===== config.mk =====
export PLATFORM = sky130hd
export DESIGN_NAME = mips_cpu
export DESIGN_NICKNAME = d
export VERILOG_FILES = /design/src/mips_pkg.sv /design/src/mips_ctrl_if.sv /design/src/mips_cpu.sv /design/src/mips_datapath.sv /design/src/mips_pc_unit.sv /design/src/mips_decoder.sv /design/src/mips_regfile.sv /design/src/mips_alu.sv
export VERILOG_INCLUDE_DIRS = /design/src
export SDC_FILE = /design/constraint.sdc
export NUM_CORES = 2
export LEC_CHECK = 0
export BUFFER_PORTS_ARGS = -buffer_cell sky130_fd_sc_hd__buf_2
export CORE_MARGIN = 2
export CORE_UTILIZATION = 57
export DETAILED_ROUTE_END_ITERATION = 10
export PLACE_DENSITY_LB_ADDON = 0.3
export SLEW_MARGIN = 20
export SYNTH_ARGS = -nofsm -noshare
export SYNTH_HDL_FRONTEND = slang
export SYNTH_SLANG_ARGS = --single-unit

===== constraint.sdc =====
create_clock -name clk -period 11.5 [get_ports clk]
set_clock_uncertainty 0.15 [all_clocks]
set_input_delay 1.15 -clock clk [delete_from_list [all_inputs] [get_ports clk]]
set_output_delay 1.15 -clock clk [all_outputs]
set_load 0.01 [all_outputs]

===== src/mips_defines.svh =====
`ifndef MIPS_DEFINES_SVH
`define MIPS_DEFINES_SVH

// Address of the first instruction fetched after reset
`define MIPS_RESET_VECTOR 32'h0000_0000

`define MIPS_REG_COUNT 32 // General purpose registers, $0 included

`endif

===== src/mips_pkg.sv =====
package mips_pkg;

  typedef logic [31:0] word_t;    // Data word and byte address
  typedef logic [4:0]  reg_addr_t; // Index into the register file
  typedef logic [15:0] imm_t;     // Immediate field of I-type instructions

  // One code per ALU operation, shared by the decoder and the ALU
  typedef enum logic [4:0] {
    alu_add  = 5'd0,
    alu_sub  = 5'd1,
    alu_and  = 5'd2,
    alu_or   = 5'd3,
    alu_xor  = 5'd4,
    alu_nor  = 5'd5,
    alu_slt  = 5'd6,
    alu_sltu = 5'd7,
    alu_sll  = 5'd8,
    alu_srl  = 5'd9,
    alu_sra  = 5'd10,
    alu_sllv = 5'd11,
    alu_srlv = 5'd12,
    alu_srav = 5'd13,
    alu_lui  = 5'd14
  } alu_op_t;

  // Width and extension of the value returned by a load
  typedef enum logic [2:0] {
    ld_word   = 3'd0,
    ld_byte_s = 3'd1,
    ld_byte_u = 3'd2,
    ld_half_s = 3'd3,
    ld_half_u = 3'd4
  } load_kind_t;

endpackage


===== src/mips_ctrl_if.sv =====
`timescale 1ns/1ps

interface mips_ctrl_if;
  mips_pkg::alu_op_t    alu_op;       // Operation the ALU performs
  logic                 alu_src_imm;  // Second ALU operand comes from the immediate
  logic                 imm_zero_ext; // Logic immediates are zero extended
  logic                 reg_dst_rd;   // R-type writes rd instead of rt
  logic                 link;         // Write the link address into $31
  logic                 reg_write;
  logic                 mem_to_reg;   // Write back the loaded value
  mips_pkg::load_kind_t load_kind;
  logic                 mem_write;
  logic                 branch;       // beq or bne
  logic                 branch_ne;    // Inverts the zero test for bne
  logic                 jump;         // j and jal
  logic                 jump_reg;     // jr and jalr

  // The decoder produces every steering signal
  modport decoder (output alu_op, alu_src_imm, imm_zero_ext, reg_dst_rd, link, reg_write,
                   mem_to_reg, load_kind, mem_write, branch, branch_ne, jump, jump_reg);

  // The datapath and the PC unit only consume them
  modport datapath (input alu_op, alu_src_imm, imm_zero_ext, reg_dst_rd, link, reg_write,
                    mem_to_reg, load_kind, mem_write, branch, branch_ne, jump, jump_reg);
endinterface


===== src/mips_cpu.sv =====
`timescale 1ns/1ps

module mips_cpu (
  input  logic            clk,
  input  logic            reset,
  input  logic            clk_enable,
  output logic            active,
  output mips_pkg::word_t instr_address,
  input  mips_pkg::word_t instr_readdata,
  output mips_pkg::word_t data_address,
  output mips_pkg::word_t data_writedata,
  output logic            data_write,
  input  mips_pkg::word_t data_readdata,
  output mips_pkg::word_t register_v0
);

  logic            zero;       // ALU zero flag for the branch decision
  mips_pkg::word_t rs_value;   // Jump register target
  mips_pkg::word_t link_value; // Return address for jal and jalr

  mips_ctrl_if ctrl ();

  mips_decoder i_decoder (
    .instr (instr_readdata),
    .ctrl  (ctrl.decoder)
  );

  // Fetch address is the PC itself
  mips_pc_unit i_pc_unit (
    .clk        (clk),
    .reset      (reset),
    .clk_enable (clk_enable),
    .ctrl       (ctrl.datapath),
    .instr      (instr_readdata),
    .zero       (zero),
    .rs_value   (rs_value),
    .pc         (instr_address),
    .link_value (link_value),
    .active     (active)
  );

  mips_datapath i_datapath (
    .clk            (clk),
    .reset          (reset),
    .clk_enable     (clk_enable),
    .ctrl           (ctrl.datapath),
    .instr          (instr_readdata),
    .link_value     (link_value),
    .zero           (zero),
    .rs_value       (rs_value),
    .data_address   (data_address),
    .data_writedata (data_writedata),
    .data_write     (data_write),
    .data_readdata  (data_readdata),
    .register_v0    (register_v0)
  );

endmodule


===== src/mips_datapath.sv =====
`timescale 1ns/1ps

module mips_datapath (
  input  logic            clk,
  input  logic            reset,
  input  logic            clk_enable,
  mips_ctrl_if.datapath   ctrl,
  input  mips_pkg::word_t instr,
  input  mips_pkg::word_t link_value,
  output logic            zero,
  output mips_pkg::word_t rs_value,
  output mips_pkg::word_t data_address,
  output mips_pkg::word_t data_writedata,
  output logic            data_write,
  input  mips_pkg::word_t data_readdata,
  output mips_pkg::word_t register_v0
);

  mips_pkg::reg_addr_t rs_addr;
  mips_pkg::reg_addr_t rt_addr;
  mips_pkg::reg_addr_t rd_addr;
  mips_pkg::reg_addr_t wa;
  mips_pkg::imm_t      imm;
  mips_pkg::word_t     ext_imm;
  mips_pkg::word_t     rt_value;
  mips_pkg::word_t     alu_b;
  mips_pkg::word_t     alu_y;
  mips_pkg::word_t     load_value;
  mips_pkg::word_t     wb_value;
  logic [7:0]          byte_val;
  logic [15:0]         half_val;

  assign rs_addr = instr[25:21];
  assign rt_addr = instr[20:16];
  assign rd_addr = instr[15:11];
  assign imm     = instr[15:0];

  assign ext_imm = ctrl.imm_zero_ext ? {16'b0, imm} : {{16{imm[15]}}, imm};
  assign alu_b   = ctrl.alu_src_imm ? ext_imm : rt_value;

  // Link wins over the R-type rd field so jalr also ends up in $31
  assign wa = ctrl.link ? 5'd31 : (ctrl.reg_dst_rd ? rd_addr : rt_addr);

  // Byte lanes are little-endian with lane 0 at the lowest address
  always_comb begin
    case (alu_y[1:0])
      2'd0:    byte_val = data_readdata[7:0];
      2'd1:    byte_val = data_readdata[15:8];
      2'd2:    byte_val = data_readdata[23:16];
      default: byte_val = data_readdata[31:24];
    endcase
    half_val = alu_y[1] ? data_readdata[31:16] : data_readdata[15:0];
    case (ctrl.load_kind)
      mips_pkg::ld_byte_s: load_value = {{24{byte_val[7]}}, byte_val};
      mips_pkg::ld_byte_u: load_value = {24'b0, byte_val};
      mips_pkg::ld_half_s: load_value = {{16{half_val[15]}}, half_val};
      mips_pkg::ld_half_u: load_value = {16'b0, half_val};
      default:             load_value = data_readdata;
    endcase
  end

  assign wb_value = ctrl.link ? link_value : (ctrl.mem_to_reg ? load_value : alu_y);

  assign data_address   = alu_y; // Effective address of loads and stores
  assign data_writedata = rt_value;
  assign data_write     = ctrl.mem_write & clk_enable; // Store commits only on a retiring edge

  mips_regfile i_regfile (
    .clk        (clk),
    .reset      (reset),
    .clk_enable (clk_enable),
    .ra1        (rs_addr),
    .ra2        (rt_addr),
    .rd1        (rs_value),
    .rd2        (rt_value),
    .we         (ctrl.reg_write),
    .wa         (wa),
    .wd         (wb_value),
    .v0         (register_v0)
  );

  mips_alu i_alu (
    .op    (ctrl.alu_op),
    .a     (rs_value),
    .b     (alu_b),
    .shamt (instr[10:6]),
    .y     (alu_y),
    .zero  (zero)
  );

endmodule


===== src/mips_pc_unit.sv =====
`timescale 1ns/1ps
`include "mips_defines.svh"

module mips_pc_unit (
  input  logic            clk,
  input  logic            reset,
  input  logic            clk_enable,
  mips_ctrl_if.datapath   ctrl,
  input  mips_pkg::word_t instr,
  input  logic            zero,
  input  mips_pkg::word_t rs_value,
  output mips_pkg::word_t pc,
  output mips_pkg::word_t link_value,
  output logic            active
);

  mips_pkg::word_t next_addr;     // Delay slot register, address fetched after this one
  mips_pkg::word_t next_addr_d;
  mips_pkg::word_t branch_target;
  mips_pkg::word_t jump_target;
  mips_pkg::imm_t  offset;
  logic            taken;

  assign offset = instr[15:0];

  // Word offset is relative to the delay slot address
  assign branch_target = pc + 32'd4 + {{14{offset[15]}}, offset, 2'b00};
  assign jump_target   = {pc[31:28], instr[25:0], 2'b00}; // Stays inside the 256 MB region
  assign taken         = ctrl.branch & (zero ^ ctrl.branch_ne);
  assign link_value    = pc + 32'd8; // Return skips over the delay slot

  // The target lands one instruction late, so the delay slot always runs
  always_comb begin
    if (ctrl.jump_reg) begin
      next_addr_d = rs_value;
    end else if (ctrl.jump) begin
      next_addr_d = jump_target;
    end else if (taken) begin
      next_addr_d = branch_target;
    end else begin
      next_addr_d = next_addr + 32'd4; // Sequential flow continues after the held address
    end
  end

  always_ff @(posedge clk) begin
    if (reset) begin
      pc        <= `MIPS_RESET_VECTOR;
      next_addr <= `MIPS_RESET_VECTOR + 32'd4;
      active    <= 1'b0;
    end else if (clk_enable) begin
      pc        <= next_addr;
      next_addr <= next_addr_d;
      active    <= 1'b1; // First retired instruction marks the core as running
    end
  end

endmodule


===== src/mips_decoder.sv =====
`timescale 1ns/1ps

module mips_decoder (
  input  mips_pkg::word_t instr,
  mips_ctrl_if.decoder    ctrl
);

  logic [5:0] opcode;
  logic [5:0] funct;

  assign opcode = instr[31:26];
  assign funct  = instr[5:0]; // Only meaningful for the SPECIAL opcode

  always_comb begin
    // Defaults describe an instruction that changes no state
    ctrl.alu_op       = mips_pkg::alu_add;
    ctrl.alu_src_imm  = 1'b0;
    ctrl.imm_zero_ext = 1'b0;
    ctrl.reg_dst_rd   = 1'b0;
    ctrl.link         = 1'b0;
    ctrl.reg_write    = 1'b0;
    ctrl.mem_to_reg   = 1'b0;
    ctrl.load_kind    = mips_pkg::ld_word;
    ctrl.mem_write    = 1'b0;
    ctrl.branch       = 1'b0;
    ctrl.branch_ne    = 1'b0;
    ctrl.jump         = 1'b0;
    ctrl.jump_reg     = 1'b0;

    case (opcode)
      6'h00: begin // SPECIAL, the funct field picks the operation
        ctrl.reg_dst_rd = 1'b1;
        ctrl.reg_write  = 1'b1;
        case (funct)
          6'h00: ctrl.alu_op = mips_pkg::alu_sll;
          6'h02: ctrl.alu_op = mips_pkg::alu_srl;
          6'h03: ctrl.alu_op = mips_pkg::alu_sra;
          6'h04: ctrl.alu_op = mips_pkg::alu_sllv;
          6'h06: ctrl.alu_op = mips_pkg::alu_srlv;
          6'h07: ctrl.alu_op = mips_pkg::alu_srav;
          6'h08: begin // jr writes no register
            ctrl.jump_reg  = 1'b1;
            ctrl.reg_write = 1'b0;
          end
          6'h09: begin // jalr links into $31
            ctrl.jump_reg = 1'b1;
            ctrl.link     = 1'b1;
          end
          6'h20, 6'h21: ctrl.alu_op = mips_pkg::alu_add; // No overflow trap, add acts as addu
          6'h22, 6'h23: ctrl.alu_op = mips_pkg::alu_sub;
          6'h24: ctrl.alu_op = mips_pkg::alu_and;
          6'h25: ctrl.alu_op = mips_pkg::alu_or;
          6'h26: ctrl.alu_op = mips_pkg::alu_xor;
          6'h27: ctrl.alu_op = mips_pkg::alu_nor;
          6'h2A: ctrl.alu_op = mips_pkg::alu_slt;
          6'h2B: ctrl.alu_op = mips_pkg::alu_sltu;
          default: ctrl.reg_write = 1'b0; // Unknown funct leaves the registers alone
        endcase
      end
      6'h02: ctrl.jump = 1'b1; // j
      6'h03: begin // jal
        ctrl.jump      = 1'b1;
        ctrl.link      = 1'b1;
        ctrl.reg_write = 1'b1;
      end
      6'h04, 6'h05: begin // beq and bne compare through a subtraction
        ctrl.alu_op    = mips_pkg::alu_sub;
        ctrl.branch    = 1'b1;
        ctrl.branch_ne = opcode[0];
      end
      6'h09, 6'h0A, 6'h0C, 6'h0D, 6'h0E, 6'h0F: begin // Immediate ALU forms
        ctrl.alu_src_imm  = 1'b1;
        ctrl.reg_write    = 1'b1;
        ctrl.imm_zero_ext = opcode[2]; // andi, ori, xori and lui
        case (opcode[2:0])
          3'b010:  ctrl.alu_op = mips_pkg::alu_slt;
          3'b100:  ctrl.alu_op = mips_pkg::alu_and;
          3'b101:  ctrl.alu_op = mips_pkg::alu_or;
          3'b110:  ctrl.alu_op = mips_pkg::alu_xor;
          3'b111:  ctrl.alu_op = mips_pkg::alu_lui;
          default: ctrl.alu_op = mips_pkg::alu_add; // addiu
        endcase
      end
      6'h20, 6'h21, 6'h23, 6'h24, 6'h25: begin // Loads, address is rs plus offset
        ctrl.alu_src_imm = 1'b1;
        ctrl.reg_write   = 1'b1;
        ctrl.mem_to_reg  = 1'b1;
        case (opcode[2:0])
          3'b000:  ctrl.load_kind = mips_pkg::ld_byte_s;
          3'b001:  ctrl.load_kind = mips_pkg::ld_half_s;
          3'b100:  ctrl.load_kind = mips_pkg::ld_byte_u;
          3'b101:  ctrl.load_kind = mips_pkg::ld_half_u;
          default: ctrl.load_kind = mips_pkg::ld_word;
        endcase
      end
      6'h2B: begin // sw
        ctrl.alu_src_imm = 1'b1;
        ctrl.mem_write   = 1'b1;
      end
      default: ; // Unknown opcode behaves as a no-op
    endcase
  end

endmodule


===== src/mips_regfile.sv =====
`timescale 1ns/1ps
`include "mips_defines.svh"

module mips_regfile (
  input  logic                clk,
  input  logic                reset,
  input  logic                clk_enable,
  input  mips_pkg::reg_addr_t ra1,
  input  mips_pkg::reg_addr_t ra2,
  output mips_pkg::word_t     rd1,
  output mips_pkg::word_t     rd2,
  input  logic                we,
  input  mips_pkg::reg_addr_t wa,
  input  mips_pkg::word_t     wd,
  output mips_pkg::word_t     v0
);

  mips_pkg::word_t regs [`MIPS_REG_COUNT];

  // Reads are asynchronous so an instruction sees its operands in the same cycle
  assign rd1 = regs[ra1];
  assign rd2 = regs[ra2];
  assign v0  = regs[2]; // $v0 holds the function result by convention

  always_ff @(posedge clk) begin
    if (reset) begin
      for (int i = 0; i < `MIPS_REG_COUNT; i++) begin
        regs[i] <= '0;
      end
    end else if (clk_enable && we && (wa != '0)) begin // $0 is never written
      regs[wa] <= wd;
    end
  end

endmodule


===== src/mips_alu.sv =====
`timescale 1ns/1ps

module mips_alu (
  input  mips_pkg::alu_op_t op,
  input  mips_pkg::word_t   a,
  input  mips_pkg::word_t   b,
  input  logic [4:0]        shamt,
  output mips_pkg::word_t   y,
  output logic              zero
);

  logic [4:0] var_amount;

  // Variable shifts use rs as the amount and rt as the value
  assign var_amount = a[4:0];

  always_comb begin
    case (op)
      mips_pkg::alu_add:  y = a + b;
      mips_pkg::alu_sub:  y = a - b; // Also the compare for beq and bne
      mips_pkg::alu_and:  y = a & b;
      mips_pkg::alu_or:   y = a | b;
      mips_pkg::alu_xor:  y = a ^ b;
      mips_pkg::alu_nor:  y = ~(a | b);
      mips_pkg::alu_slt:  y = {31'b0, ($signed(a) < $signed(b))};
      mips_pkg::alu_sltu: y = {31'b0, (a < b)};
      // Fixed shifts take the amount from the shamt field
      mips_pkg::alu_sll:  y = b << shamt;
      mips_pkg::alu_srl:  y = b >> shamt;
      mips_pkg::alu_sra:  y = $signed(b) >>> shamt;
      mips_pkg::alu_sllv: y = b << var_amount;
      mips_pkg::alu_srlv: y = b >> var_amount;
      mips_pkg::alu_srav: y = $signed(b) >>> var_amount;
      mips_pkg::alu_lui:  y = {b[15:0], 16'b0}; // Immediate into the upper half
      default:            y = '0;
    endcase
  end

  assign zero = (y == '0);

endmodule


==> impl_table.tex <==
\begin{tabular}{lr}
\hline
Metric & Value \\
\hline
\multicolumn{2}{l}{\textbf{Status}} \\
Outcome & finished clean \\
\multicolumn{2}{l}{\textbf{Pwr}} \\
Total chip power & 12300 uW \\
Worst voltage drop across the vdd grid & 0.164 mV \\
Cell area power density & 157 nW/um\^{}2 \\
Internal & 7590 uW \\
Switch share & 0.381 \\
Reported net switching power & 4660 uW \\
Proportion of power drawn by combinational gates & 0.334 \\
Share of total power in the clock network & 0.294 \\
Static Leak & 0.0298 uW \\
Relative contribution of sequential cells to total power & 0.372 \\
\multicolumn{2}{l}{\textbf{Die}} \\
Number of top-level pins & 197 \\
Initial Utilization & 0.576 \\
Core Box Area & 122000 um\^{}2 \\
Number of core rows & 128 \\
Die Y & 356 um \\
Die area & 126000 um\^{}2 \\
Horizontal die dimension & 356 um \\
\multicolumn{2}{l}{\textbf{Route}} \\
Number of optimization iterations in the first detailed-route pass & 8 \\
Mean routed wirelength per cell & 39.6 um \\
Total wirelength of the detailed-routed design & 327000 um \\
Overall via count from detail\_route & 61.8k \\
DRT iter0 DRCs & 10.7k \\
Post-route DRC violation count & 0 \\
Via density per instance & 7.48 \\
DRT antenna net count & 0 \\
\multicolumn{2}{l}{\textbf{Timing}} \\
Final period utilization & 0.854 \\
Slew at the pin with the worst max-slew slack & 1.31 ns \\
Aggregate negative setup slack & 0 ns \\
Total count of hold-check failures in the final report & 0 \\
Highest clock rate & 102 MHz \\
Worst slew margin relative to its limit & 0.121 \\
RSZ-0062 raised after global routing & no \\
Final worst setup slack & 1.68 ns \\
Time the final worst path needs with I/O delays and setup & 9.82 ns \\
Pins over their slew limit & 0 \\
Final-report setup violation count & 0 \\
\multicolumn{2}{l}{\textbf{Synthesis}} \\
Distinct cell type count of the synthesized netlist & 95 \\
Share of synthesized flip-flops with an asynchronous set or reset & 0 \\
Post-synthesis instance area & 70400 um\^{}2 \\
Flip-flop cell with the highest count after synthesis & edfxtp\_1 \\
Post-synth EDFFs & 1024 \\
Mapped Avg Cell Area & 10.9 um\^{}2 \\
Flip-flop and latch count after synthesis & 1089 \\
Cell count after synthesis & 6484 \\
Share of the yosys chip area belonging to registers & 0.455 \\
Count of warnings emitted by yosys & 0 \\
\multicolumn{2}{l}{\textbf{Clocking}} \\
Clock root buffer & clkbuf\_16 \\
Sink Count & 1089 \\
Hold-fix buffers at CTS & 0 \\
Clock latency reported for the late side of the worst-skew pair & 0.79 ns \\
Count of buffers added by post-CTS timing repair for setup & 0 \\
CTS resizes & 0 \\
CTS tree & built \\
Number of levels in the clock H-tree & 3 \\
Num CTS Buffers & 112 \\
Clock slew at reported path FFs & 0.06 ns \\
Number of buffers between clock root and the deepest sink & 3 \\
\multicolumn{2}{l}{\textbf{Worst setup path}} \\
Crit path launch & instr\_readdata[17] \\
Launching point of the worst reg2reg path & i\_datapath.i\_regfile.regs[25][0] \\
Element type at the critical path end & output port \\
Kind of start point of the critical path & primary input \\
Maximum fanout along the worst path & 80 \\
Critical path type & primary input to output port \\
Arrival time at the worst endpoint & 8.52 ns \\
Required time at the worst-slack endpoint & 10.20 ns \\
\multicolumn{2}{l}{\textbf{Min path}} \\
Hold wc startpoint & i\_pc\_unit.active \\
Hold Path Class & flip-flop to flip-flop \\
\multicolumn{2}{l}{\textbf{Place}} \\
Worst slack after detailed placement & 1.58 ns \\
DP HPWL & 215000 um \\
Placer's final routability congestion estimate & 1.10 \\
Count of input and output buffers & 196 \\
\multicolumn{2}{l}{\textbf{Global route}} \\
First-pass GRT wire length & 452000 um \\
Largest net degree at the start of global routing & 81 \\
Aggregate global routing overflow & 0 \\
Vias in the first global route & 60.7k \\
GRT Resource Usage Total & 0.510 \\
Antenna violations before repair & 9 \\
\multicolumn{2}{l}{\textbf{Finish}} \\
Post-layout net count & 6770 \\
Proportion of layout cells with a drive suffix above 1 & 0.187 \\
Commonest cells after routing, fill and taps aside & 1240 x nor2\_1, 1024 x edfxtp\_1, 709 x mux2i\_1 \\
Fillcell total & 9364 \\
Leading cell type in the layout, fill and taps excluded & nor2\_1 \\
Layout-stage area growth over the synthesis result & 10.6\% \\
\multicolumn{2}{l}{\textbf{Job}} \\
Max-Cap Viols & 0 \\
\hline
\end{tabular}
power groups by stage:
stage               registers (uW)  logic [uW]  clock network [uW]
floorplan                     4600        2140                   0
global route                  4570        4140                3720
detailed placement            4630        3850                   0
finish                        4560        4090                3600
global placement              4620        3850                   0
CTS                           4550        3870                3580
cells by family (layout without fill, tap and decap cells):
| family | Yosys count | after routing | synth area share |
|---|---|---|---|
| AND/OR/NAND/NOR | 2001 | 2001 | 0.122 |
| AO/OA/AOI/OAI | 1284 | 1284 | 0.121 |
| buffers and inverters | 719 | 839 | 0.0400 |
| other | 1 | 36 | 0.0000532 |
| XOR/XNOR | 110 | 110 | 0.0137 |
| multiplexers | 1119 | 1119 | 0.220 |
| adder cells (fa/ha/maj) | 161 | 161 | 0.0289 |
| flip-flops | 1089 | 1089 | 0.455 |
sequential cells by signal, summed over array words and instances, names as in the netlist:
name                       flops
i_pc_unit.active               1
i_pc_unit.pc                  32
i_pc_unit.next_addr           32
i_datapath.i_regfile.regs   1024
critical path, stage by stage:
cell	delay (ns)
buf_8	0.55
buf_12	0.40
buf_12	0.48
mux2i_1	0.15
a22oi_1	0.27
a21oi_1	0.12
nor4_2	1.09
a21oi_1	0.17
buf_4	0.27
ha_1	0.49
inv_1	0.15
a2111oi_1	0.75
o21bai_1	0.12
a31o_2	0.28
a21oi_1	0.29
a21oi_1	0.12
o311ai_0	0.47
xor2_1	0.16
a211oi_1	0.43
buf_4	0.23
inv_1	0.05
buf_2	0.13
routing by layer:
metal  GRT usage  share of wire  vias to the layer above
li1            -              -                    24600
met1       0.588           0.31                    29600
met2       0.753           0.43                     5793
met3       0.178           0.15                     1799
met4       0.452           0.11                       12
met5           0        0.00052                        -
path summary, 6_finish.rpt:
kind	cells after the start	endpoint	slack, ns
worst min register to register	2	i_pc_unit.active	0.34
worst min-delay path	2	i_pc_unit.active	0.34
worst max-delay path	22	data_address[28]	1.68
worst max register to register	25	i_pc_unit.next_addr[19]	2.64
Yosys cell counts, drive strengths merged, types with 14 or more instances:
library cell | instances | area share
a21o | 24 | 0.0026
and2 | 24 | 0.0021
and3 | 28 | 0.0025
nand4 | 23 | 0.0020
or3 | 25 | 0.0022
nand3 | 139 | 0.0099
o21ai | 199 | 0.014
nand2 | 283 | 0.015
o21a | 18 | 0.0019
nor2 | 1244 | 0.066
a211oi | 60 | 0.0064
mux2 | 69 | 0.011
clkbuf | 432 | 0.023
o22ai | 37 | 0.0033
a221oi | 33 | 0.0041
nor3 | 79 | 0.0058
edfxtp | 1024 | 0.44
nor4 | 45 | 0.0042
a21oi | 359 | 0.026
nor2b | 27 | 0.0024
xor2 | 32 | 0.0040
mux2i | 715 | 0.10
nand2b | 20 | 0.0018
dfxtp | 65 | 0.018
buf | 153 | 0.0098
a31oi | 34 | 0.0030
mux4 | 335 | 0.11
o221ai | 40 | 0.0050
inv | 133 | 0.0071
a221o | 18 | 0.0026
ha | 158 | 0.028
xnor2 | 78 | 0.0097
o21bai | 14 | 0.0015
a21boi | 14 | 0.0015
or2 | 19 | 0.0017
o211ai | 50 | 0.0055
a22oi | 268 | 0.029
stage by stage:
step	instance area (um^2)	cells	hold slack (ns)	util
6_report	77900	8264	0.337	0.638
5_1_grt	77900	8260	0.408	0.638
4_1_cts	77900	8260	0.343	0.637
3_5_place_dp	74300	8053	0.327	0.608
3_3_place_gp	74300	8053	0.296	0.608
2_1_floorplan	70600	6515	0.331	-
area by class of cell:
cell class	count	area [um^2]	area share
antenna	4	10.0	0.000128
clock buffer	136	2910	0.0374
clock inverter	71	644	0.00827
inverter	134	505	0.00649
multi-input combinational	4707	36300	0.466
sequential	1089	32100	0.411
tap	1625	2030	0.0261
timing repair buffer	498	3440	0.0441
No activity file was read; power rests on OpenSTA's default activity.
